$ cat src/common/player_pkg.sv
package player_pkg;

    localparam int NUM_SONGS = 4;   // fixed song table size

    typedef logic [1:0]  song_idx_t;
    typedef logic [31:0] sector_t;    // sd block address
    typedef logic [7:0]  blk_cnt_t;   // sectors per song

    localparam int BLOCK_BYTES = 512;
    typedef logic [8:0] byte_cnt_t;   // wraps to 0 after byte 511

    // first sector of each song
    localparam sector_t SONG_START [NUM_SONGS] = '{
        32'd100,
        32'd200,
        32'd300,
        32'd400
    };

    // length of each song in sectors
    localparam blk_cnt_t SONG_BLOCKS [NUM_SONGS] = '{
        8'd2,
        8'd3,
        8'd1,
        8'd4
    };

    typedef enum logic [1:0] {
        IDLE,    // menu active, nothing requested
        FILL,    // reading sectors, waiting for the high mark
        STREAM,  // reading and sending frames
        DRAIN    // song fully read, emptying the fifo
    } play_state_t;

endpackage

$ cat src/playback/song_menu.sv
`timescale 1ns/1ns

module song_menu (
    input  logic                  clk_25mhz,
    input  logic                  rst,
    input  logic                  btn_up,
    input  logic                  btn_down,
    input  logic                  btn_select,
    input  logic                  busy,
    output player_pkg::song_idx_t song_index,
    output logic                  play_req
);
    import player_pkg::*;

    logic prev_up;       // button levels from the last edge
    logic prev_down;
    logic prev_select;
    logic up_rise;
    logic down_rise;
    logic select_rise;

    // buttons count only while nothing is playing
    assign up_rise     = btn_up && !prev_up && !busy;
    assign down_rise   = btn_down && !prev_down && !busy;
    assign select_rise = btn_select && !prev_select && !busy;

    always_ff @(posedge clk_25mhz) begin
        if (rst) begin
            prev_up     <= 1'b0;
            prev_down   <= 1'b0;
            prev_select <= 1'b0;
            song_index  <= '0;
            play_req    <= 1'b0;
        end else begin
            prev_up     <= btn_up;
            prev_down   <= btn_down;
            prev_select <= btn_select;
            play_req    <= select_rise;   // one cycle strobe
            if (up_rise) begin
                song_index <= (song_index == song_idx_t'(NUM_SONGS - 1)) ? '0 : song_index + 1'b1;
            end else if (down_rise) begin
                song_index <= (song_index == '0) ? song_idx_t'(NUM_SONGS - 1) : song_index - 1'b1;
            end
        end
    end

endmodule

$ cat config.mk
export PLATFORM = sky130hd
export DESIGN_NAME = song_menu
export DESIGN_NICKNAME = d
export VERILOG_FILES = /design/src/common/player_pkg.sv /design/src/playback/song_menu.sv
export SDC_FILE = /design/constraint.sdc
export NUM_CORES = 1
export LEC_CHECK = 0
export ABC_CLOCK_PERIOD_IN_PS = 3700
export BUFFER_PORTS_ARGS = -buffer_cell sky130_fd_sc_hd__clkbuf_2
export CAP_MARGIN = 20
export CORE_AREA = 10 10 47 49
export CTS_BUF_LIST = sky130_fd_sc_hd__clkbuf_8
export CTS_CLUSTER_SIZE = 12
export DETAILED_ROUTE_END_ITERATION = 6
export DIE_AREA = 0 0 57 59
export PLACE_DENSITY = 0.43
export RECOVER_POWER = 100
export REMOVE_ABC_BUFFERS = 1
export SETUP_SLACK_MARGIN = 0.05
export SLEW_MARGIN = 5
export SYNTH_ARGS = -nofsm -noshare
export SYNTH_HDL_FRONTEND = slang
export SYNTH_SLANG_ARGS = --single-unit
$ cat constraint.sdc
create_clock -name clk_25mhz -period 3.7 [get_ports clk_25mhz]
set_input_delay 0.37 -clock clk_25mhz [delete_from_list [all_inputs] [get_ports clk_25mhz]]
set_output_delay 0.37 -clock clk_25mhz [all_outputs]
set_load 0.01 [all_outputs]
==> results.sh, run 1 <==
export IMPL_crit_fanout=3
export IMPL_fmax_mhz=616.1
export IMPL_numPortBuffers=8
export IMPL_hold_violations=0
export IMPL_avgSynthCellArea_um2=10.44
export IMPL_rsz0062_at_grt="false"
export IMPL_synth_top_cell_area_share=0.4424
export IMPL_clock_sinks=6
export IMPL_antenna_found_initial=0
export IMPL_route_detailed_drc=0
export IMPL_coreArea_mm2=0.001401
export IMPL_yosysWarningCount=0
export IMPL_endpoint_kind="register"
export IMPL_cts_resized=0
export IMPL_grt_pass1_vias=245
export IMPL_io_pins=9
export IMPL_setup_viol=0
export IMPL_first_pass_iters=3
export IMPL_synth_area_um2=271.5
export IMPL_maxSlewHeadroom=0.7586
export IMPL_final_antenna_net_count=0
export IMPL_wl_per_cell_um=12.28
export IMPL_path_delay_family="simple AND/OR/NAND/NOR gates"
export IMPL_ff2ff_setup_slack_ps=2080
export IMPL_track_usage=0.04577
export IMPL_grt_max_degree=7
export IMPL_drive_above_1_share=0.2162
export IMPL_crit_path_start_kind="register"
export IMPL_cts_hold_buf=0
export IMPL_cts_tree="built"
export IMPL_status="finished clean"
export IMPL_synthTopCellsByArea="dfxtp_1 44%, ha_1 9.2%, nor2b_1 6.9%"
export IMPL_skew_ps=1.829
export IMPL_totalWireLength_um=651
export IMPL_hpwl_um=527.2
export IMPL_crit_reg2reg_launch="song_index[0]"
export IMPL_ir_drop_uv=207.1
export IMPL_numCtsBuffers=3
export IMPL_vias=226
export IMPL_hold_path_class="register to register"
export IMPL_hp_start="prev_select"
export IMPL_grt_pass1_wl_um=1124
export IMPL_layout_setup_ws_ps=2077
export IMPL_finalHoldWorstSlack_ps=398.4
export IMPL_fp_dieW_um=57
export IMPL_drv_slew=0
export IMPL_setup_tns_ps=0
export IMPL_grt_remaining_overflow=0
export IMPL_cts_post_setup_buffers_inserted=0
export IMPL_synth_area_leader_cell="dfxtp_1"
export IMPL_required_ps=3800
export IMPL_crit_chain="inv_1, ha_1, or4b_2, a21oi_1, a311oi_1"
export IMPL_final_nets=47
export IMPL_worstSkewPairLatency_ps=220
export IMPL_dieArea_mm2=0.003363
export IMPL_power_density_mw_per_mm2=520.4
export IMPL_synth_seq_area_share=0.4424
export IMPL_min_path_cells=1
export IMPL_htreeDepth=1
export IMPL_cts_clk_slew_worst_paths_ps=40
export IMPL_gp_congestion=0.7707
export IMPL_maxCapViolCount=0
export IMPL_fin_crit_sh=0.4387
export IMPL_cp_arrival_ps=1720
export IMPL_fin_util=0.2607
export IMPL_start_util=0.1937
export IMPL_cts_root_buffer="clkbuf_8"
export IMPL_vias_per_cell=4.264
export IMPL_cp_buffers_inverters=1
export IMPL_fin_crit_ps=1623
export IMPL_hold_end="play_req"
export IMPL_synth_cell_types=16
export IMPL_design_power_total_uw=190.1
export IMPL_r2r_end="song_index[0]"
export IMPL_die_y_um=59
export IMPL_crit_slowest_cell="or4b_2"
export IMPL_ys_seq_elements=6
export IMPL_pre_cts_ws_ps=2079
export IMPL_criticalPathCategory="register to register"
export IMPL_p_leak_nw=0.1417
export IMPL_syn2layout_area_growth_pct=34.56
export IMPL_crit_start="song_index[0]"
export IMPL_synthCells=26
export IMPL_row_count=14
export IMPL_critical_path_max_stage_delay_ps=660
export IMPL_drt_initial_drc_count=2
export IMPL_worst_pin_slew_ps=361.3
export IMPL_clockBufferDepth=2
export IMPL_diodes=0
export IMPL_r2r_cells=5
## cells in the final DEF (no fill, tap or decap)
cell and count:
a21o_1 1, a21oi_1 1, a311oi_1 1, a31oi_1 1, clkbuf_1 6, clkbuf_2 2
clkbuf_8 3, dfxtp_1 6, ha_1 2, inv_1 2, nand2_1 1, nor2b_1 3
nor3b_1 2, o211ai_1 1, or3_1 1, or3b_1 1, or3b_2 1, or4b_2 1
or4bb_2 1
## how the worst max path moves through the flow
stage               slack [ps]  cells after the start       endpoint
floorplan                 2090                      5  song_index[0]
global placement          2090                      5  song_index[0]
detailed placement        2080                      5  song_index[1]
CTS                       2070                      5  song_index[0]
global route              1970                      5  song_index[0]
finish                    2080                      5  song_index[0]
## metal layers
| layer | vias up | share of wire | GRT usage |
|---|---|---|---|
| met1 | 96 | 0.44 | 0.04028 |
| met2 | 8 | 0.45 | 0.06822 |
| met5 | - | 0 | 0 |
| met3 | 4 | 0.051 | 0.02790 |
| li1 | 118 | - | - |
| met4 | 0 | 0.061 | 0.05034 |
## cell usage after synthesis
library cell	count
or3b_2	1
ha_1	2
or4bb_2	1
o211ai_1	1
or3_1	1
nand2_1	1
or4b_2	1
a21oi_1	1
a21o_1	1
a31oi_1	1
nor3b_1	2
or3b_1	1
nor2b_1	3
dfxtp_1	6
inv_1	2
a311oi_1	1
## power breakdown
part | switching [mW] | internal, mW
clock | 0.0261 | 0.0697
sequential | 0.00262 | 0.0695
combinational | 0.0117 | 0.0104
total | 0.0405 | 0.150
## area by class of cell
| class | count | area, µm² |
|---|---|---|
| Fill cell | 159 | 1036 |
| Multi-Input combinational cell | 18 | 143.9 |
| Sequential cell | 6 | 120.1 |
| Clock buffer | 3 | 41.29 |
| Timing Repair Buffer | 8 | 32.53 |
| Tap cell | 16 | 20.02 |
| Inverter | 2 | 7.507 |
## state kept, by name, summed over array words and instances (netlist names)
name,cells
song_index,2
play_req,1
prev_down,1
prev_select,1
prev_up,1
## cells by family (layout without fill, tap and decap cells)
logic type | after synthesis | after routing | synth area share
compound gates | 5 | 5 | 0.1291
fa+ha+maj | 2 | 2 | 0.09215
buf+inv | 2 | 13 | 0.02766
flops | 6 | 6 | 0.4424
simple gates | 11 | 11 | 0.3088
## per-stage QoR
step | std cells | instance area [µm²]
after floorplan | 26 | 271.5
after global placement | 50 | 331.6
after detailed placement | 50 | 331.6
after CTS | 53 | 372.9
after global routing | 53 | 365.4
final | 53 | 365.4
## worst register-to-register path: stages, from the launching register on
cell	delay, ps
dfxtp_1	340
inv_1	80
ha_1	200
or4b_2	660
a21oi_1	170
a311oi_1	60
(Power assumes the default switching activity.)
==> inputs of run 2 (changes only) <==
Settings changed: ABC_CLOCK_PERIOD_IN_PS 3700 to 1590.
Clock period 3.7 ns to 1.59 ns, I/O delays scaled along.
==> results.sh, run 2 (synthesis results as in run 1) <==
export IMPL_fin_crit_ps=1447
export IMPL_largest_reg_flops=2
export IMPL_cp_buffers_inverters=1
export IMPL_drt_initial_drc_count=3
export IMPL_required_ps=1690
export IMPL_numPortBuffers=8
export IMPL_io_pins=9
export IMPL_setup_tns_ps=0
export IMPL_route_detailed_drc=0
export IMPL_cts_hold_buf=0
export IMPL_first_pass_iters=3
export IMPL_path_delay_family="simple AND/OR/NAND/NOR gates"
export IMPL_clockBufferDepth=2
export IMPL_layout_setup_ws_ps=143.1
export IMPL_cts_clk_slew_worst_paths_ps=40
export IMPL_endpoint_kind="register"
export IMPL_vias_per_cell=4.509
export IMPL_crit_chain="inv_2, ha_4, or4bb_4, o211ai_1, a31oi_1"
export IMPL_grt_remaining_overflow=0
export IMPL_fmax_mhz=691.1
export IMPL_grt_pass1_vias=282
export IMPL_p_leak_nw=0.1565
export IMPL_fin_crit_sh=0.9100
export IMPL_numCtsBuffers=3
export IMPL_htreeDepth=1
export IMPL_start_util=0.1937
export IMPL_finalHoldWorstSlack_ps=189.0
export IMPL_syn2layout_area_growth_pct=47.93
export IMPL_crit_path_start_kind="register"
export IMPL_vias=248
export IMPL_maxCapViolCount=0
export IMPL_rsz0062_at_grt="false"
export IMPL_final_nets=49
export IMPL_dieArea_mm2=0.003363
export IMPL_pre_cts_ws_ps=-10.79
export IMPL_crit_slowest_cell="or4bb_4"
export IMPL_die_y_um=59
export IMPL_track_usage=0.05099
export IMPL_skew_ps=0.2105
export IMPL_totalWireLength_um=764
export IMPL_clock_sinks=6
export IMPL_criticalPathCategory="register to register"
export IMPL_mostFrequentLayoutCell="clkbuf_1"
export IMPL_worst_pin_slew_ps=348.7
export IMPL_hold_path_class="primary input to register"
export IMPL_grt_pass1_wl_um=1235
export IMPL_final_antenna_net_count=0
export IMPL_maxSlewHeadroom=0.7671
export IMPL_wl_per_cell_um=13.89
export IMPL_drive_above_1_share=0.3590
export IMPL_coreArea_mm2=0.001401
export IMPL_power_density_mw_per_mm2=1185
export IMPL_critical_path_max_stage_delay_ps=450
export IMPL_cp_arrival_ps=1550
export IMPL_gp_congestion=0.7196
export IMPL_status="finished clean"
export IMPL_cts_tree="built"
export IMPL_drv_slew=0
export IMPL_setup_viol=0
export IMPL_crit_fanout=4
export IMPL_grt_max_degree=7
export IMPL_diodes=0
export IMPL_final_cell_mix="6 x clkbuf_1, 4 x dfxtp_1, 3 x nor2b_1, 3 x clkbuf_8"
export IMPL_worstSkewPairLatency_ps=230
export IMPL_dp_cells=52
export IMPL_row_count=14
export IMPL_fin_cells=55
export IMPL_fp_dieW_um=57
export IMPL_ir_drop_uv=611.7
export IMPL_design_power_total_uw=476.1
export IMPL_regMostFlops="song_index"
export IMPL_hold_violations=0
export IMPL_cts_root_buffer="clkbuf_8"
export IMPL_fillCellCount=166
export IMPL_ff2ff_setup_slack_ps=140
export IMPL_antenna_found_initial=0
[run 2: changes by cell type in the layout (fill, tap and decap cells not counted), sizes merged]
cell,change
buf,+2
[run 2: through the flow]
stage	instance area (µm²)	util
after floorplan	271.5	-
after global placement	346.6	0.2473
after detailed placement	346.6	0.2473
after CTS	409.1	0.2920
after global routing	401.6	0.2866
final	401.6	0.2866
[run 2: cell type report]
| class | count | area (µm²) | share of cell area |
|---|---|---|---|
| Sequential cell | 6 | 122.6 | 0.3053 |
| Multi-Input combinational cell | 18 | 162.7 | 0.4050 |
| Inverter | 2 | 7.507 | 0.01869 |
| Clock buffer | 3 | 41.29 | 0.1028 |
| Timing Repair Buffer | 10 | 47.55 | 0.1184 |
| Tap cell | 16 | 20.02 | 0.04984 |
[run 2: path summary, 6_finish.rpt]
path / from / to / cells past startpoint
worst max-delay path: song_index[0] / song_index[1] / 5
worst min-delay path: btn_select / prev_select / 2
worst min register to register: prev_select / play_req / 1
worst max register to register: song_index[0] / song_index[1] / 5
[run 2: power by group]
group          internal (mW)  switching [mW]
Sequential             0.163         0.00487
Clock                  0.163          0.0722
Combinational         0.0380          0.0351
[run 2: repair_timing]
item                       4_1_cts  5_1_grt
hold endpoints to repair         0        0
resized for setup                5        2
pin swaps                        1        2
setup buffers                    0        0
setup endpoints to repair        2        1
[run 2: worst reg2reg max path, delay by kind of cell (launching register included)]
kind | cells | cell delay, ps
DFF | 1 | 320
AOI/OAI and AO/OA | 2 | 220
buffers and inverters | 1 | 50
adders and majority gates | 1 | 270
and+or+nand+nor | 1 | 450
[run 2: routing by layer]
| layer | global-route usage | routed length, µm | vias to the layer above |
|---|---|---|---|
| met5 | 0 | 0 | - |
| met4 | 0.04027 | 26 | 0 |
| met3 | 0.04506 | 70 | 2 |
| met2 | 0.08372 | 368 | 9 |
| met1 | 0.03682 | 299 | 115 |
| li1 | - | - | 122 |
==> inputs of run 3 (changes only) <==
Settings changed: BUFFER_PORTS_ARGS -buffer_cell sky130_fd_sc_hd__clkbuf_2 to -buffer_cell sky130_fd_sc_hd__buf_2, CAP_MARGIN 20 to 10.
==> results.sh, run 3 (synthesis results as in run 1) <==
export IMPL_status="finished clean"
export IMPL_rsz0062_at_grt="false"
export IMPL_syn2layout_area_growth_pct=49.77
export IMPL_htreeDepth=1
export IMPL_dp_cells=52
export IMPL_hold_end="play_req"
export IMPL_setup_viol=0
export IMPL_final_nets=50
export IMPL_grt_most_used_layer="met4"
export IMPL_drt_initial_drc_count=0
export IMPL_drv_slew=0
export IMPL_crit_fanout=3
export IMPL_skew_ps=0.9829
export IMPL_power_density_mw_per_mm2=1157
export IMPL_maxSlewHeadroom=0.7301
export IMPL_design_power_total_uw=470.3
export IMPL_crit_start="song_index[1]"
export IMPL_required_ps=1680
export IMPL_largest_reg_flops=2
export IMPL_p_leak_nw=0.1601
export IMPL_diodes=0
export IMPL_hold_path_class="primary input to register"
export IMPL_r2r_cells=5
export IMPL_dieArea_mm2=0.003363
export IMPL_wl_per_cell_um=12.54
export IMPL_fmax_mhz=667.2
export IMPL_cts_clk_slew_worst_paths_ps=40
export IMPL_maxCapViolCount=0
export IMPL_fin_crit_sh=0.9426
export IMPL_gp_congestion=0.7585
export IMPL_cts_root_buffer="clkbuf_8"
export IMPL_route_detailed_drc=0
export IMPL_grt_met3_usage=0.03648
export IMPL_coreArea_mm2=0.001401
export IMPL_ir_drop_uv=306.9
export IMPL_numPortBuffers=8
export IMPL_clock_sinks=6
export IMPL_vias_per_cell=4.482
export IMPL_grtUsageMet2=0.06047
export IMPL_antenna_found_initial=0
export IMPL_fillCellCount=158
export IMPL_worstSkewPairLatency_ps=220
export IMPL_grt_pass1_vias=259
export IMPL_io_pins=9
export IMPL_r2r_end="song_index[1]"
export IMPL_final_antenna_net_count=0
export IMPL_hold_violations=0
export IMPL_drive_above_1_share=0.3750
export IMPL_ff2ff_setup_slack_ps=90
export IMPL_crit_path_start_kind="register"
export IMPL_fp_dieW_um=57
export IMPL_regMostFlops="song_index"
export IMPL_fin_cells=56
export IMPL_grt_max_degree=7
export IMPL_final_cell_mix="6 x clkbuf_1, 4 x dfxtp_1, 3 x nor2b_1, 3 x clkbuf_8, 3 x buf_4"
export IMPL_die_y_um=59
export IMPL_cp_arrival_ps=1590
export IMPL_endpoint_kind="register"
export IMPL_min_path_cells=2
export IMPL_register_area_um2=122.6
export IMPL_crit_reg2reg_launch="song_index[1]"
export IMPL_numCtsBuffers=3
export IMPL_clockBufferDepth=2
export IMPL_met1_usage=0.03444
export IMPL_grt_pass1_wl_um=1069
export IMPL_row_count=14
export IMPL_hpwl_um=517.4
export IMPL_vias=251
export IMPL_start_util=0.1937
export IMPL_track_usage=0.04494
export IMPL_mostFrequentLayoutCell="clkbuf_1"
export IMPL_grt_remaining_overflow=0
export IMPL_hp_start="busy"
export IMPL_criticalPathCategory="register to register"
export IMPL_first_pass_iters=1
export IMPL_multi_input_area_um2=160.2
export IMPL_cts_tree="built"
export IMPL_fin_crit_ps=1499
export IMPL_fin_util=0.2902
export IMPL_totalWireLength_um=702
export IMPL_worst_pin_slew_ps=404.0
[run 3: cell types whose count changed in the layout (fill, tap and decap cells not counted)]
cell	change
buf_2	+2
or4bb_2	+1
clkbuf_2	-2
or4bb_4	-1
buf_4	+1
[run 3: worst max path at each step]
stage               cells after the start       endpoint  slack [ps]
global placement                        5  song_index[0]          40
finish                                  5  song_index[1]          90
CTS                                     5  song_index[0]          60
global route                            5  song_index[1]          60
detailed placement                      5  song_index[0]           7
floorplan                               5  song_index[0]         -20
[run 3: layout make-up]
| class | instances | area share |
|---|---|---|
| well taps | 16 | 0.04923 |
| flip-flops and latches | 6 | 0.3015 |
| repair buffers | 11 | 0.1354 |
| clock buffers | 3 | 0.1015 |
| inverters | 2 | 0.01846 |
| multi-input cells | 18 | 0.3938 |
[run 3: timing repair]
item	in CTS	in global routing
pin swaps	1	4
gates resized for setup	3	3
cloned	0	0
buffers inserted	0	1
endpoints found under the setup margin	2	2
hold buffers	0	0
[run 3: through the flow]
step	worst slack (ps)	setup TNS (ps)	hold slack, ps	area (µm²)
2_1_floorplan	-22.98	-22.98	228.4	271.5
3_3_place_gp	43.85	0	380.5	346.6
3_5_place_dp	7.083	0	381.5	346.6
4_1_cts	59.42	0	162.6	404.1
5_1_grt	56.65	0	184.3	406.6
6_report	91.22	0	174.6	406.6
[run 3: power by group]
group / switching, mW / internal (mW)
registers: 0.00473 / 0.163
clock network: 0.0628 / 0.162
logic: 0.0358 / 0.0419
[run 3: critical path, stage by stage (launching register included)]
cell	delay (ps)
dfxtp_2	320
inv_1	60
ha_4	260
or4bb_2	510
o211ai_1	110
a31oi_1	110
[run 3: metal layers]
| metal | share of wire | up-vias |
|---|---|---|
| met5 | 0 | - |
| met1 | 0.37 | 116 |
| li1 | - | 123 |
| met2 | 0.48 | 8 |
| met3 | 0.094 | 4 |
| met4 | 0.051 | 0 |
