==> config.mk <==
export PLATFORM = sky130hd
export DESIGN_NAME = frame_assembler_flat
export DESIGN_NICKNAME = d
export VERILOG_FILES = /design/src/common/stream_pkg.sv /design/src/common/fifo_if.sv /design/src/design/frame_assembler.sv /design/src/flat_wrapper.sv
export SDC_FILE = /design/constraint.sdc
export NUM_CORES = 1
export LEC_CHECK = 0
export BUFFER_PORTS_ARGS = -buffer_cell sky130_fd_sc_hd__buf_2
export CAP_MARGIN = 5
export CORE_UTILIZATION = 30
export DETAILED_ROUTE_END_ITERATION = 10
export HOLD_SLACK_MARGIN = 0.06
export PLACE_DENSITY = 0.52
export SLEW_MARGIN = 30
export SYNTH_ARGS = -nofsm -noshare
export SYNTH_HDL_FRONTEND = slang
export SYNTH_SLANG_ARGS = --single-unit
==> constraint.sdc <==
create_clock -name clk_25mhz -period 2.2 [get_ports clk_25mhz]
set_clock_uncertainty 0.15 [all_clocks]
set_input_delay 0.33 -clock clk_25mhz [delete_from_list [all_inputs] [get_ports clk_25mhz]]
set_output_delay 0.33 -clock clk_25mhz [all_outputs]
set_load 0.02 [all_outputs]
==> src/common/stream_pkg.sv <==
package stream_pkg;

    localparam int SAMPLE_BITS = 8;
    typedef logic [SAMPLE_BITS-1:0] sample_t;   // one audio byte

    localparam int FRAME_BITS = 24;
    typedef logic [FRAME_BITS-1:0] frame_t;
    localparam int SYNC_BITS = 4;
    localparam logic [SYNC_BITS-1:0] SYNC_WORD = 4'b1011;   // sent msb first
    localparam int PAD_BITS = FRAME_BITS - SYNC_BITS - SAMPLE_BITS;   // trailing zeros, 12
    typedef logic [$clog2(FRAME_BITS)-1:0] bit_cnt_t;

    localparam int BIT_DIV = 2;   // clocks per serial bit
    typedef logic [$clog2(BIT_DIV)-1:0] div_cnt_t;

    localparam int FIFO_DEPTH = 1024;
    typedef logic [$clog2(FIFO_DEPTH):0] fifo_level_t;   // 0 .. FIFO_DEPTH

    // a sector still fits at or below this fill
    localparam fifo_level_t FIFO_LOW = 11'd512;
    // streaming may start at or above this fill
    localparam fifo_level_t FIFO_HIGH = 11'd768;

endpackage

==> src/common/fifo_if.sv <==
`timescale 1ns/1ns

interface fifo_if;
    import stream_pkg::*;

    logic    push;        // write strobe, one byte per cycle
    logic    pop;         // advances head on the following edge
    logic    empty;
    logic    level_low;   // room for a whole sector
    logic    level_high;  // enough buffered to start playing
    sample_t push_data;
    sample_t head;        // show-ahead byte, valid while !empty

    modport producer (output push, output push_data,
                      input level_low, input level_high, input empty);
    modport consumer (output pop, input head, input empty);
    modport store    (input push, input push_data, input pop,
                      output head, output empty, output level_low, output level_high);

endinterface

==> src/design/frame_assembler.sv <==
`timescale 1ns/1ns

module frame_assembler (
    input  logic     clk_25mhz,
    input  logic     rst,
    input  logic     stream_en,
    fifo_if.consumer fifo,
    output logic     serial_out
);
    import stream_pkg::*;

    logic     active;     // frame in progress
    div_cnt_t div_cnt;    // clocks within the current bit
    bit_cnt_t bit_cnt;    // bit position within the frame
    frame_t   shreg;      // outgoing frame, msb on the line
    logic     bit_end;
    logic     boundary;
    sample_t  data_sel;
    sample_t  data_rev;

    assign bit_end  = (div_cnt == div_cnt_t'(BIT_DIV - 1));
    assign boundary = !active || (bit_end && (bit_cnt == bit_cnt_t'(FRAME_BITS - 1)));

    assign fifo.pop   = boundary && stream_en && !fifo.empty;
    assign data_sel   = fifo.empty ? '0 : fifo.head;   // underrun sends silence
    assign serial_out = shreg[FRAME_BITS-1];

    // data goes out lsb first
    always_comb begin
        for (int i = 0; i < SAMPLE_BITS; i++) begin
            data_rev[i] = data_sel[SAMPLE_BITS-1-i];
        end
    end

    always_ff @(posedge clk_25mhz) begin
        if (rst) begin
            active  <= 1'b0;
            div_cnt <= '0;
            bit_cnt <= '0;
            shreg   <= '0;
        end else if (boundary) begin
            div_cnt <= '0;
            bit_cnt <= '0;
            active  <= stream_en;
            if (stream_en) begin
                shreg <= {SYNC_WORD, data_rev, {PAD_BITS{1'b0}}};   // sync on the line next cycle
            end else begin
                shreg <= '0;   // idle line stays low
            end
        end else if (bit_end) begin
            div_cnt <= '0;
            bit_cnt <= bit_cnt + 1'b1;
            shreg   <= {shreg[FRAME_BITS-2:0], 1'b0};
        end else begin
            div_cnt <= div_cnt + 1'b1;
        end
    end

endmodule

==> src/flat_wrapper.sv <==
// flat-port wrapper written by rule: the top's interface ports become plain ports
module frame_assembler_flat import stream_pkg::*;
  (clk_25mhz, rst, stream_en, serial_out, fifo_pop, fifo_head, fifo_empty);
  fifo_if fifo_i ();
  input  logic clk_25mhz;
  input  logic rst;
  input  logic stream_en;
  output logic serial_out;
  output wire logic [$bits(fifo_i.pop)-1:0] fifo_pop;
  input wire logic [$bits(fifo_i.head)-1:0] fifo_head;
  input wire logic [$bits(fifo_i.empty)-1:0] fifo_empty;
  assign fifo_pop = fifo_i.pop;
  assign fifo_i.head = fifo_head;
  assign fifo_i.empty = fifo_empty;
  frame_assembler u_core (.clk_25mhz(clk_25mhz), .rst(rst), .stream_en(stream_en), .fifo(fifo_i), .serial_out(serial_out));
endmodule
==> metrics.md, run 1 <==
| Metric | Value |
|---|---|
| Sink Count | `19` |
| Arrival time worst endpoint | `1.49 ns` |
| Largest net degree at the start of global routing | `18` |
| Worst-Margin Slew | `around 0.56 ns` |
| Seq/Total Area, Yosys | `between 40% and 50%` |
| Yosys top cell by area | `dfxtp_1` |
| Logic pwr share | `14.4%` |
| CP Class | `register to output pin` |
| Peak VDD IR | `0.281 mV` |
| Final setup fails | `0` |
| Reg clk slew, reported paths | `0.11 ns` |
| CP required | `1.72 ns` |
| Unrepaired setup endpoints after global routing | `no` |
| FP Rows | `19` |
| PwrDens | `629 nW/um2` |
| Core ar. | `between 2000 and 3000 um2` |
| Most common flop cell mapped by yosys | `dfxtp_1` |
| Starting Density | `between 30 and 40%` |
| Hpwl dp | `1170 um` |
| Area Growth Syn to Fin | `12.0%` |
| Hold_buf cts | `0` |
| Yosys cell types | `22` |
| Maxcap violations | `0` |
| Synth top area cells | `dfxtp_1 42%, mux2i_1 19%, nand2_1 5.0%` |
| H-tree depth | `1` |
| Sum of negative setup slack | `0 ns` |
| Initial antenna violation count | `0` |
| Worst Path Max Fanout | `4` |
| Clk network pwr share | `roughly 28%` |
| Die Y | `between 50 and 60 um` |
| Placed cells | `129` |
| Grt ovf | `0` |
| Reg power frac | `58.0%` |
| Resized Gates After CTS | `0` |
| Synth warn | `0` |
| Global-route wire length before repair | `between 3000 and 4000 um` |
| Crit path launch type | `register` |
| Post-synthesis sequential element count | `19` |
| Number of enable flip-flop cells after synthesis | `0` |
| # diodes | `0` |
| Worst skew pair latency | `0.29 ns` |
| Outcome | `completed` |
| DRT iter0 DRCs | `24` |
| Synth Instances | `a little under 90` |
| Cell Area, Synth | `between 800 and 900 um2` |
| Root Driver | `clkbuf_4` |
| Net Sw Power | `0.000158 W` |
| Internal Power | `between 0.0004 and 0.0005 W` |
| Most common cell in the netlist | `dfxtp_1` |
| Avg Cell Area, Syn | `between 10 and 15 um2` |
| Final wirelength | `1700 um` |
| Setup crit end kind | `output pin` |
| CTS tree | `done` |
| Synth top area share | `42.3%` |
| Post-CTS setup buffers | `0` |
| TritonCTS Buffers | `3` |
| Slew margin rel. | `62.7%` |
| Non-Filler Instances | `133` |
| Static leakage | `0.402 nW` |
| Pre-CTS WS | `roughly 0.56 ns` |
| Synth top cells by count | `19 x dfxtp_1, 17 x mux2i_1, 12 x nand2_1` |
| Final min period | `1.97 ns` |
| Worst hold slack | `around 0.13 ns` |
| Die area | `3220 um2` |
| I/O Pins | `14` |
| Syn_nets | `100` |
| First-pass DRT Iterations | `3` |
| Slew Viols, Final | `0` |
| HP Class | `primary input to register` |
| # port buffers | `13` |
| Placed cell area | `~1000 um2` |
| Sw Ratio | `25.0%` |
| Tcrit/Tclk final | `between 80% and 90%` |
| Setup ws final | `0.229 ns` |
| Design Area, Final | `1010 um2` |
| Post-DRT Antenna Nets | `0` |
| Routed len/inst | `12.8 um` |
| Vias in the first global route | `658` |
| Via count | `between 600 and 700` |
| Die W | `56.8 um` |
| Post-layout net count | `116` |
| Synth async-reset ratio | `0%` |
| Fmax | `0.507 GHz` |
| Clock buffer depth | `2` |
| Final Hold Fails | `0` |
| GRT Util Overall | `12.5%` |
| Layout cell share with drive strength beyond 1 | `between 20% and 30%` |
| DRC | `0` |
| Vias per cell | `4.62` |
| Placer Congestion | `a little over 0.7` |
-- registers in the layout, summed over array words and instances, names as in the netlist --
signal          count
u_core.active       1
u_core.shreg       12
u_core.bit_end      1
u_core.bit_cnt      5
-- critical path: stages, from the launching register on --
cell,delay [ns]
dfxtp_1,0.39
ha_1,0.23
nand3_4,0.10
o21ai_2,0.15
and3b_1,0.16
buf_2,0.16
-- power by group through the flow --
stage | Combinational, W | Sequential (W) | Clock (W)
6_report | 0.0000910 | 0.000367 | 0.000175
5_1_grt | 0.0000999 | 0.000369 | 0.000198
4_1_cts | 0.0000919 | 0.000367 | 0.000182
3_5_place_dp | 0.0000914 | 0.000375 | 0
3_3_place_gp | 0.0000900 | 0.000375 | 0
2_1_floorplan | 0.0000696 | 0.000375 | 0
-- path summary, 6_finish.rpt --
path	startpoint	to	slack (ns)	depth (start not counted)
min	fifo_head[3]	u_core.shreg[16]	0.13	3
max	u_core.bit_cnt[0]	fifo_pop	0.23	5
min reg2reg	u_core.shreg[12]	u_core.shreg[12]	0.32	2
max reg2reg	u_core.bit_cnt[0]	u_core.shreg[15]	0.66	5
-- routing by layer --
metal  routed length [um]  vias to the layer above  track usage (%)
met5                    0                        -                0
met4                   34                        0             6.27
met3                   45                        2             4.15
met2                  744                        8             18.2
met1                  874                      279             16.5
li1                     -                      326                -
-- logic make-up after synthesis --
| logic type | share of synthesized area (%) |
|---|---|
| compound gates | 5.70 |
| xor+xnor | 2.92 |
| fa+ha+maj | 1.39 |
| buf+inv | 4.17 |
| flops | 42.3 |
| mux | 22.7 |
| simple gates | 20.9 |
-- final cells by class --
cell class                 instances  area (um2)
clock buffer                       4        26.3
timing repair buffer              15        80.1
multi-input combinational         64         482
sequential                        19         380
fill                             294        1800
tap                               31        38.8
-- cells in the final DEF (no fill, tap or decap), types with 2 or more instances in the layout --
cell       Yosys  layout
dfxtp_1       19      19
mux2i_1       17      17
buf_2          0      13
nand2_1       12      12
nor2_1         7       7
or2_2          4       4
nand2b_1       3       3
mux2_2         3       3
a2bb2oi_1      3       3
or2_0          3       3
clkbuf_4       0       3
xor2_1         2       2
buf_4          0       2
-- metrics by stage --
stage,util [%],power (W)
2_1_floorplan,-,0.000445
4_1_cts,35.9,0.000641
3_3_place_gp,35.0,0.000465
3_5_place_dp,35.0,0.000466
5_1_grt,35.9,0.000666
6_report,35.9,0.000633
No activity file was read; power rests on OpenSTA's default activity.
==> run 2: changes to the inputs <==
--- a/config.mk
+++ b/config.mk
@@ -7,10 +7,10 @@
 export LEC_CHECK = 0
 export BUFFER_PORTS_ARGS = -buffer_cell sky130_fd_sc_hd__buf_2
 export CAP_MARGIN = 5
-export CORE_UTILIZATION = 30
+export CORE_UTILIZATION = 57
 export DETAILED_ROUTE_END_ITERATION = 10
 export HOLD_SLACK_MARGIN = 0.06
-export PLACE_DENSITY = 0.52
+export PLACE_DENSITY = 0.84
 export SLEW_MARGIN = 30
 export SYNTH_ARGS = -nofsm -noshare
 export SYNTH_HDL_FRONTEND = slang
==> run 2 against run 1 <==
Count of clock-buffer cells in the layout unchanged. Total power down 0.17%. Clock power is essentially flat. Sequential power barely moved. First-iteration DRC count is 79% lower. Register-to-register slack better by 0.03 ns. Critical path depth unchanged. Cell area down 2.0%. Largest cell class unchanged.
==> metrics.md, run 2 (same netlist as run 1, synthesis figures left out) <==
| Metric | Value |
|---|---|
| Routed len/inst | `12.5 um` |
| Hold_buf cts | `0` |
| Clock buffer depth | `2` |
| Grt ovf | `0` |
| Fill count | `106` |
| Most frequent cells in the layout | `19 x dfxtp_1, 17 x mux2i_1, 13 x buf_2` |
| Fin util | `a little under three quarters` |
| Resized Gates After CTS | `0` |
| Initial antenna violation count | `0` |
| RR Endpoint | `u_core.shreg[18]` |
| Tcrit/Tclk final | `88.5%` |
| Post-DRT Antenna Nets | `0` |
| Die Y | `41.7 um` |
| Design Area, Final | `987 um2` |
| Post-layout net count | `116` |
| CTS tree | `done` |
| Slew margin rel. | `67.9%` |
| CP Class | `register to output pin` |
| GRT Util Overall | `between 15 and 20%` |
| Worst Path Max Fanout | `4` |
| I/O Pins | `14` |
| First-pass DRT Iterations | `2` |
| Reg2Reg Launch Point | `u_core.bit_cnt[0]` |
| H-tree depth | `1` |
| Sum of negative setup slack | `0 ns` |
| Crit path launch type | `register` |
| Setup crit end kind | `output pin` |
| CP required | `1.72 ns` |
| Hold Path End | `u_core.shreg[19]` |
| Static leakage | `0.402 nW` |
| Worst hold slack | `around 0.11 ns` |
| Layout cell share with drive strength beyond 1 | `28.4%` |
| # diodes | `0` |
| Vias in the first global route | `596` |
| Area Growth Syn to Fin | `9.74%` |
| Sink Count | `19` |
| Hpwl dp | `1040 um` |
| Worst-Margin Slew | `0.479 ns` |
| R2r setup slk | `about 0.69 ns` |
| # port buffers | `13` |
| Maxcap violations | `0` |
| Peak VDD IR | `0.471 mV` |
| Multi-input logic area | `482 um2` |
| Global-route wire length before repair | `between 2000 and 3000 um` |
| Largest reg by FF count | `u_core.shreg` |
| Post-CTS setup buffers | `0` |
| FP Rows | `13` |
| Placer Congestion | `0.750` |
| Outcome | `completed` |
| Die W | `41.7 um` |
| Worst r2r path cells | `5` |
| Core ar. | `1380 um2` |
| Worst skew pair latency | `~0.30 ns` |
| Worst Hold Depth | `3` |
| Root Driver | `clkbuf_4` |
| HP Class | `primary input to register` |
| Largest regs | `u_core.shreg x12, u_core.bit_cnt x5` |
| Final setup fails | `0` |
| Final min period | `1.95 ns` |
| Fmax | `0.514 GHz` |
| Final Hold Fails | `0` |
| Arrival time worst endpoint | `1.47 ns` |
| Slew Viols, Final | `0` |
| Vias per cell | `~5.4` |
| PwrDens | `640 nW/um2` |
| Placed cell area | `961 um2` |
| TritonCTS Buffers | `3` |
| Worst hold start | `fifo_head[0]` |
| DRT iter0 DRCs | `5` |
| Max reg flops | `12` |
| Via count | `~630` |
| Die area | `1740 um2` |
| Largest net degree at the start of global routing | `18` |
| Starting Density | `between 60% and 70%` |
| Reg clk slew, reported paths | `0.10 ns` |
| Most common cell after layout, fill and taps aside | `dfxtp_1` |
| Unrepaired setup endpoints after global routing | `no` |
| Register area | `380 um2` |
| DRC | `0` |
| Final wirelength | `approximately 1500 um` |
==> run 2: how the worst max path moves through the flow <==
stage	from	to	slack, ns	depth (start not counted)
global route	u_core.bit_cnt[0]	fifo_pop	0.13	5
global placement	u_core.bit_cnt[0]	fifo_pop	0.60	5
finish	u_core.bit_cnt[0]	fifo_pop	0.25	5
CTS	u_core.bit_cnt[0]	fifo_pop	0.23	5
detailed placement	u_core.bit_cnt[0]	fifo_pop	0.59	5
floorplan	u_core.bit_cnt[0]	fifo_pop	0.60	4
==> run 2: final cells by class <==
class                           instances  area share (%)
Tap cell                               15            1.90
Timing Repair Buffer                   15            8.11
Sequential cell                        19            38.5
Clock buffer                            4            2.66
Multi-Input combinational cell         64            48.8
==> run 2: metal layers <==
layer  wire [um]  track usage (%)  share of wire [%]
met1         684             22.2                 47
met2         678             30.9                 46
met3          50             6.52                3.4
met4          46             13.5                3.2
met5           0                0                  0
==> run 2: metrics by stage <==
step	total power [W]	cells	setup slack, ns
3_3_place_gp	0.000461	113	0.603
4_1_cts	0.000642	117	0.234
5_1_grt	0.000666	117	0.128
3_5_place_dp	0.000463	113	0.585
2_1_floorplan	0.000445	87	0.604
6_report	0.000632	117	0.253
==> run 2: power by group <==
part | leakage [nW] | internal (W) | switching (W) | total, W
clock network | 0.0150 | 0.0000709 | 0.000107 | 0.000177
registers | 0.155 | 0.000359 | 0.00000819 | 0.000367
logic | 0.232 | 0.0000459 | 0.0000419 | 0.0000879
total | 0.402 | 0.000476 | 0.000157 | 0.000632
==> run 2: worst max-delay path, cell delays in order (launching register included) <==
cell	delay, ns
dfxtp_1	0.38
ha_1	0.23
nand3_4	0.10
o21ai_2	0.15
and3b_1	0.15
buf_2	0.15
==> run 3: changes to the inputs <==
--- a/config.mk
+++ b/config.mk
@@ -10,6 +10,7 @@
 export CORE_UTILIZATION = 57
 export DETAILED_ROUTE_END_ITERATION = 10
 export HOLD_SLACK_MARGIN = 0.06
+export MAX_ROUTING_LAYER = met4
 export PLACE_DENSITY = 0.84
 export SLEW_MARGIN = 30
 export SYNTH_ARGS = -nofsm -noshare
==> run 3 against run 2 <==
Critical path type unchanged. Fmax about the same. Non-clock buffer count unchanged. Largest power group unchanged. Count of clock-buffer cells in the layout did not move. Sequential power about the same. Via count unchanged. Flip-flop and latch count unchanged. First-iteration DRC count stayed put. Global-route usage rose by 0.55 points. Clock power hardly changed. Total power about the same. Combinational power barely moved.
==> metrics.md, run 3 (same netlist as run 1, synthesis figures left out) <==
| Metric | Value |
|---|---|
| Wire length on met2 | `678 um` |
| I/O Pins | `14` |
| Unrepaired setup endpoints after global routing | `no` |
| Tcrit/Tclk final | `88.5%` |
| CP required | `1.72 ns` |
| H-tree depth | `1` |
| GRT Util Overall | `20.2%` |
| Hold_buf cts | `0` |
| Sw Ratio | `24.8%` |
| Post-layout net count | `116` |
| # port buffers | `13` |
| Final Hold Fails | `0` |
| Slew margin rel. | `roughly two thirds` |
| Slew Viols, Final | `0` |
| Worst hold start | `fifo_head[0]` |
| Reg clk slew, reported paths | `0.10 ns` |
| Die W | `41.7 um` |
| Most common cell after layout, fill and taps aside | `dfxtp_1` |
| Pre-CTS WS | `roughly 0.59 ns` |
| Outcome | `completed` |
| TritonCTS Buffers | `3` |
| Root Driver | `clkbuf_4` |
| Clk network pwr share | `28.1%` |
| Post-CTS setup buffers | `0` |
| WL met3 | `about 50 um` |
| Worst skew pair latency | `~0.3 ns` |
| HP Class | `primary input to register` |
| Final min period | `just under 2 ns` |
| Internal Power | `about 0.00048 W` |
| Hpwl dp | `1040 um` |
| Placer Congestion | `approximately 0.76` |
| Largest net degree at the start of global routing | `18` |
| Final setup fails | `0` |
| Starting Density | `65.1%` |
| Resized Gates After CTS | `0` |
| Most frequent cells in the layout | `19 x dfxtp_1, 17 x mux2i_1, 13 x buf_2` |
| Grt ovf | `0` |
| Area Growth Syn to Fin | `9.74%` |
| Layout cell share with drive strength beyond 1 | `28.4%` |
| Vias per cell | `5.41` |
| DRC | `0` |
| Arrival time worst endpoint | `1.47 ns` |
| Worst Hold Depth | `3` |
| DRT iter0 DRCs | `5` |
| RR Endpoint | `u_core.shreg[18]` |
| Worst r2r path cells | `5` |
| Crit path launch type | `register` |
| First-pass DRT Iterations | `2` |
| Setup ws final | `0.253 ns` |
| Setup crit end kind | `output pin` |
| Routed len/inst | `12.5 um` |
| Met1 Wirelength | `684 um` |
| Initial antenna violation count | `0` |
| Static leakage | `0.402 nW` |
| Reg power frac | `58.0%` |
| Final wirelength | `1460 um` |
| Worst-Margin Slew | `0.479 ns` |
| Net Sw Power | `0.000157 W` |
| Global-route wire length before repair | `2550 um` |
| Fin util | `71.4%` |
| FP Rows | `13` |
| PwrDens | `roughly 640 nW/um2` |
| Largest reg by FF count | `u_core.shreg` |
| Placed cell area | `961 um2` |
| Via count | `approximately 630` |
| Reg2Reg Launch Point | `u_core.bit_cnt[0]` |
| Maxcap violations | `0` |
| Sum of negative setup slack | `0 ns` |
| Post-DRT Antenna Nets | `0` |
| Worst Path Max Fanout | `4` |
| Clock buffer depth | `2` |
| DR top layer | `met4` |
| Die Y | `roughly 42 um` |
| Sink Count | `19` |
| CP Class | `register to output pin` |
| Core ar. | `1380 um2` |
| R2r setup slk | `between 0.6 and 0.7 ns` |
| Hold Path End | `u_core.shreg[19]` |
| Fmax | `0.514 GHz` |
| Design Area, Final | `around 1000 um2` |
| Logic pwr share | `between 10 and 15%` |
| Largest regs | `u_core.shreg x12, u_core.bit_cnt x5` |
| Vias in the first global route | `just under 600` |
| CTS tree | `done` |
| # diodes | `0` |
| Die area | `1740 um2` |
| Peak VDD IR | `0.471 mV` |
| Max reg flops | `12` |
| Tot Pwr | `0.000632 W` |
[run 3: cell counts in the layout (fill, tap and decap cells not counted)]
No cell type changed its count.
[run 3: worst max path at each step]
stage / slack, ns / cells past startpoint / from / end
after detailed placement: 0.59 / 5 / u_core.bit_cnt[0] / fifo_pop
after global routing: 0.13 / 5 / u_core.bit_cnt[0] / fifo_pop
after global placement: 0.60 / 5 / u_core.bit_cnt[0] / fifo_pop
final: 0.25 / 5 / u_core.bit_cnt[0] / fifo_pop
after floorplan: 0.60 / 4 / u_core.bit_cnt[0] / fifo_pop
after CTS: 0.23 / 5 / u_core.bit_cnt[0] / fifo_pop
[run 3: cell type report]
| class | instances | area (um2) |
|---|---|---|
| multi-input combinational | 64 | 482 |
| fill | 106 | 395 |
| sequential | 19 | 380 |
| timing repair buffer | 15 | 80.1 |
| clock buffer | 4 | 26.3 |
| tap | 15 | 18.8 |
[run 3: critical path: stages (launching register included)]
cell,delay (ns)
dfxtp_1,0.38
ha_1,0.23
nand3_4,0.10
o21ai_2,0.15
and3b_1,0.15
buf_2,0.15
[run 3: per-layer routing]
| metal | vias to the layer above | GRT usage [%] |
|---|---|---|
| met5 | - | - |
| met3 | 5 | 6.52 |
| met1 | 289 | 22.2 |
| met4 | 0 | 13.5 |
| li1 | 328 | - |
| met2 | 11 | 30.9 |
[run 3: through the flow]
step / instances / hold slack, ns
after CTS: 117 / 0.0960
after global placement: 113 / 0.296
after floorplan: 87 / 0.284
final: 117 / 0.108
after global routing: 117 / 0.0913
after detailed placement: 113 / 0.316
[run 3: power groups by stage]
stage	registers [W]	logic (W)	clock network, W
6_report	0.000367	0.0000879	0.000177
5_1_grt	0.000369	0.0000959	0.000201
4_1_cts	0.000367	0.0000890	0.000186
3_5_place_dp	0.000375	0.0000883	0
3_3_place_gp	0.000374	0.0000868	0
2_1_floorplan	0.000375	0.0000696	0
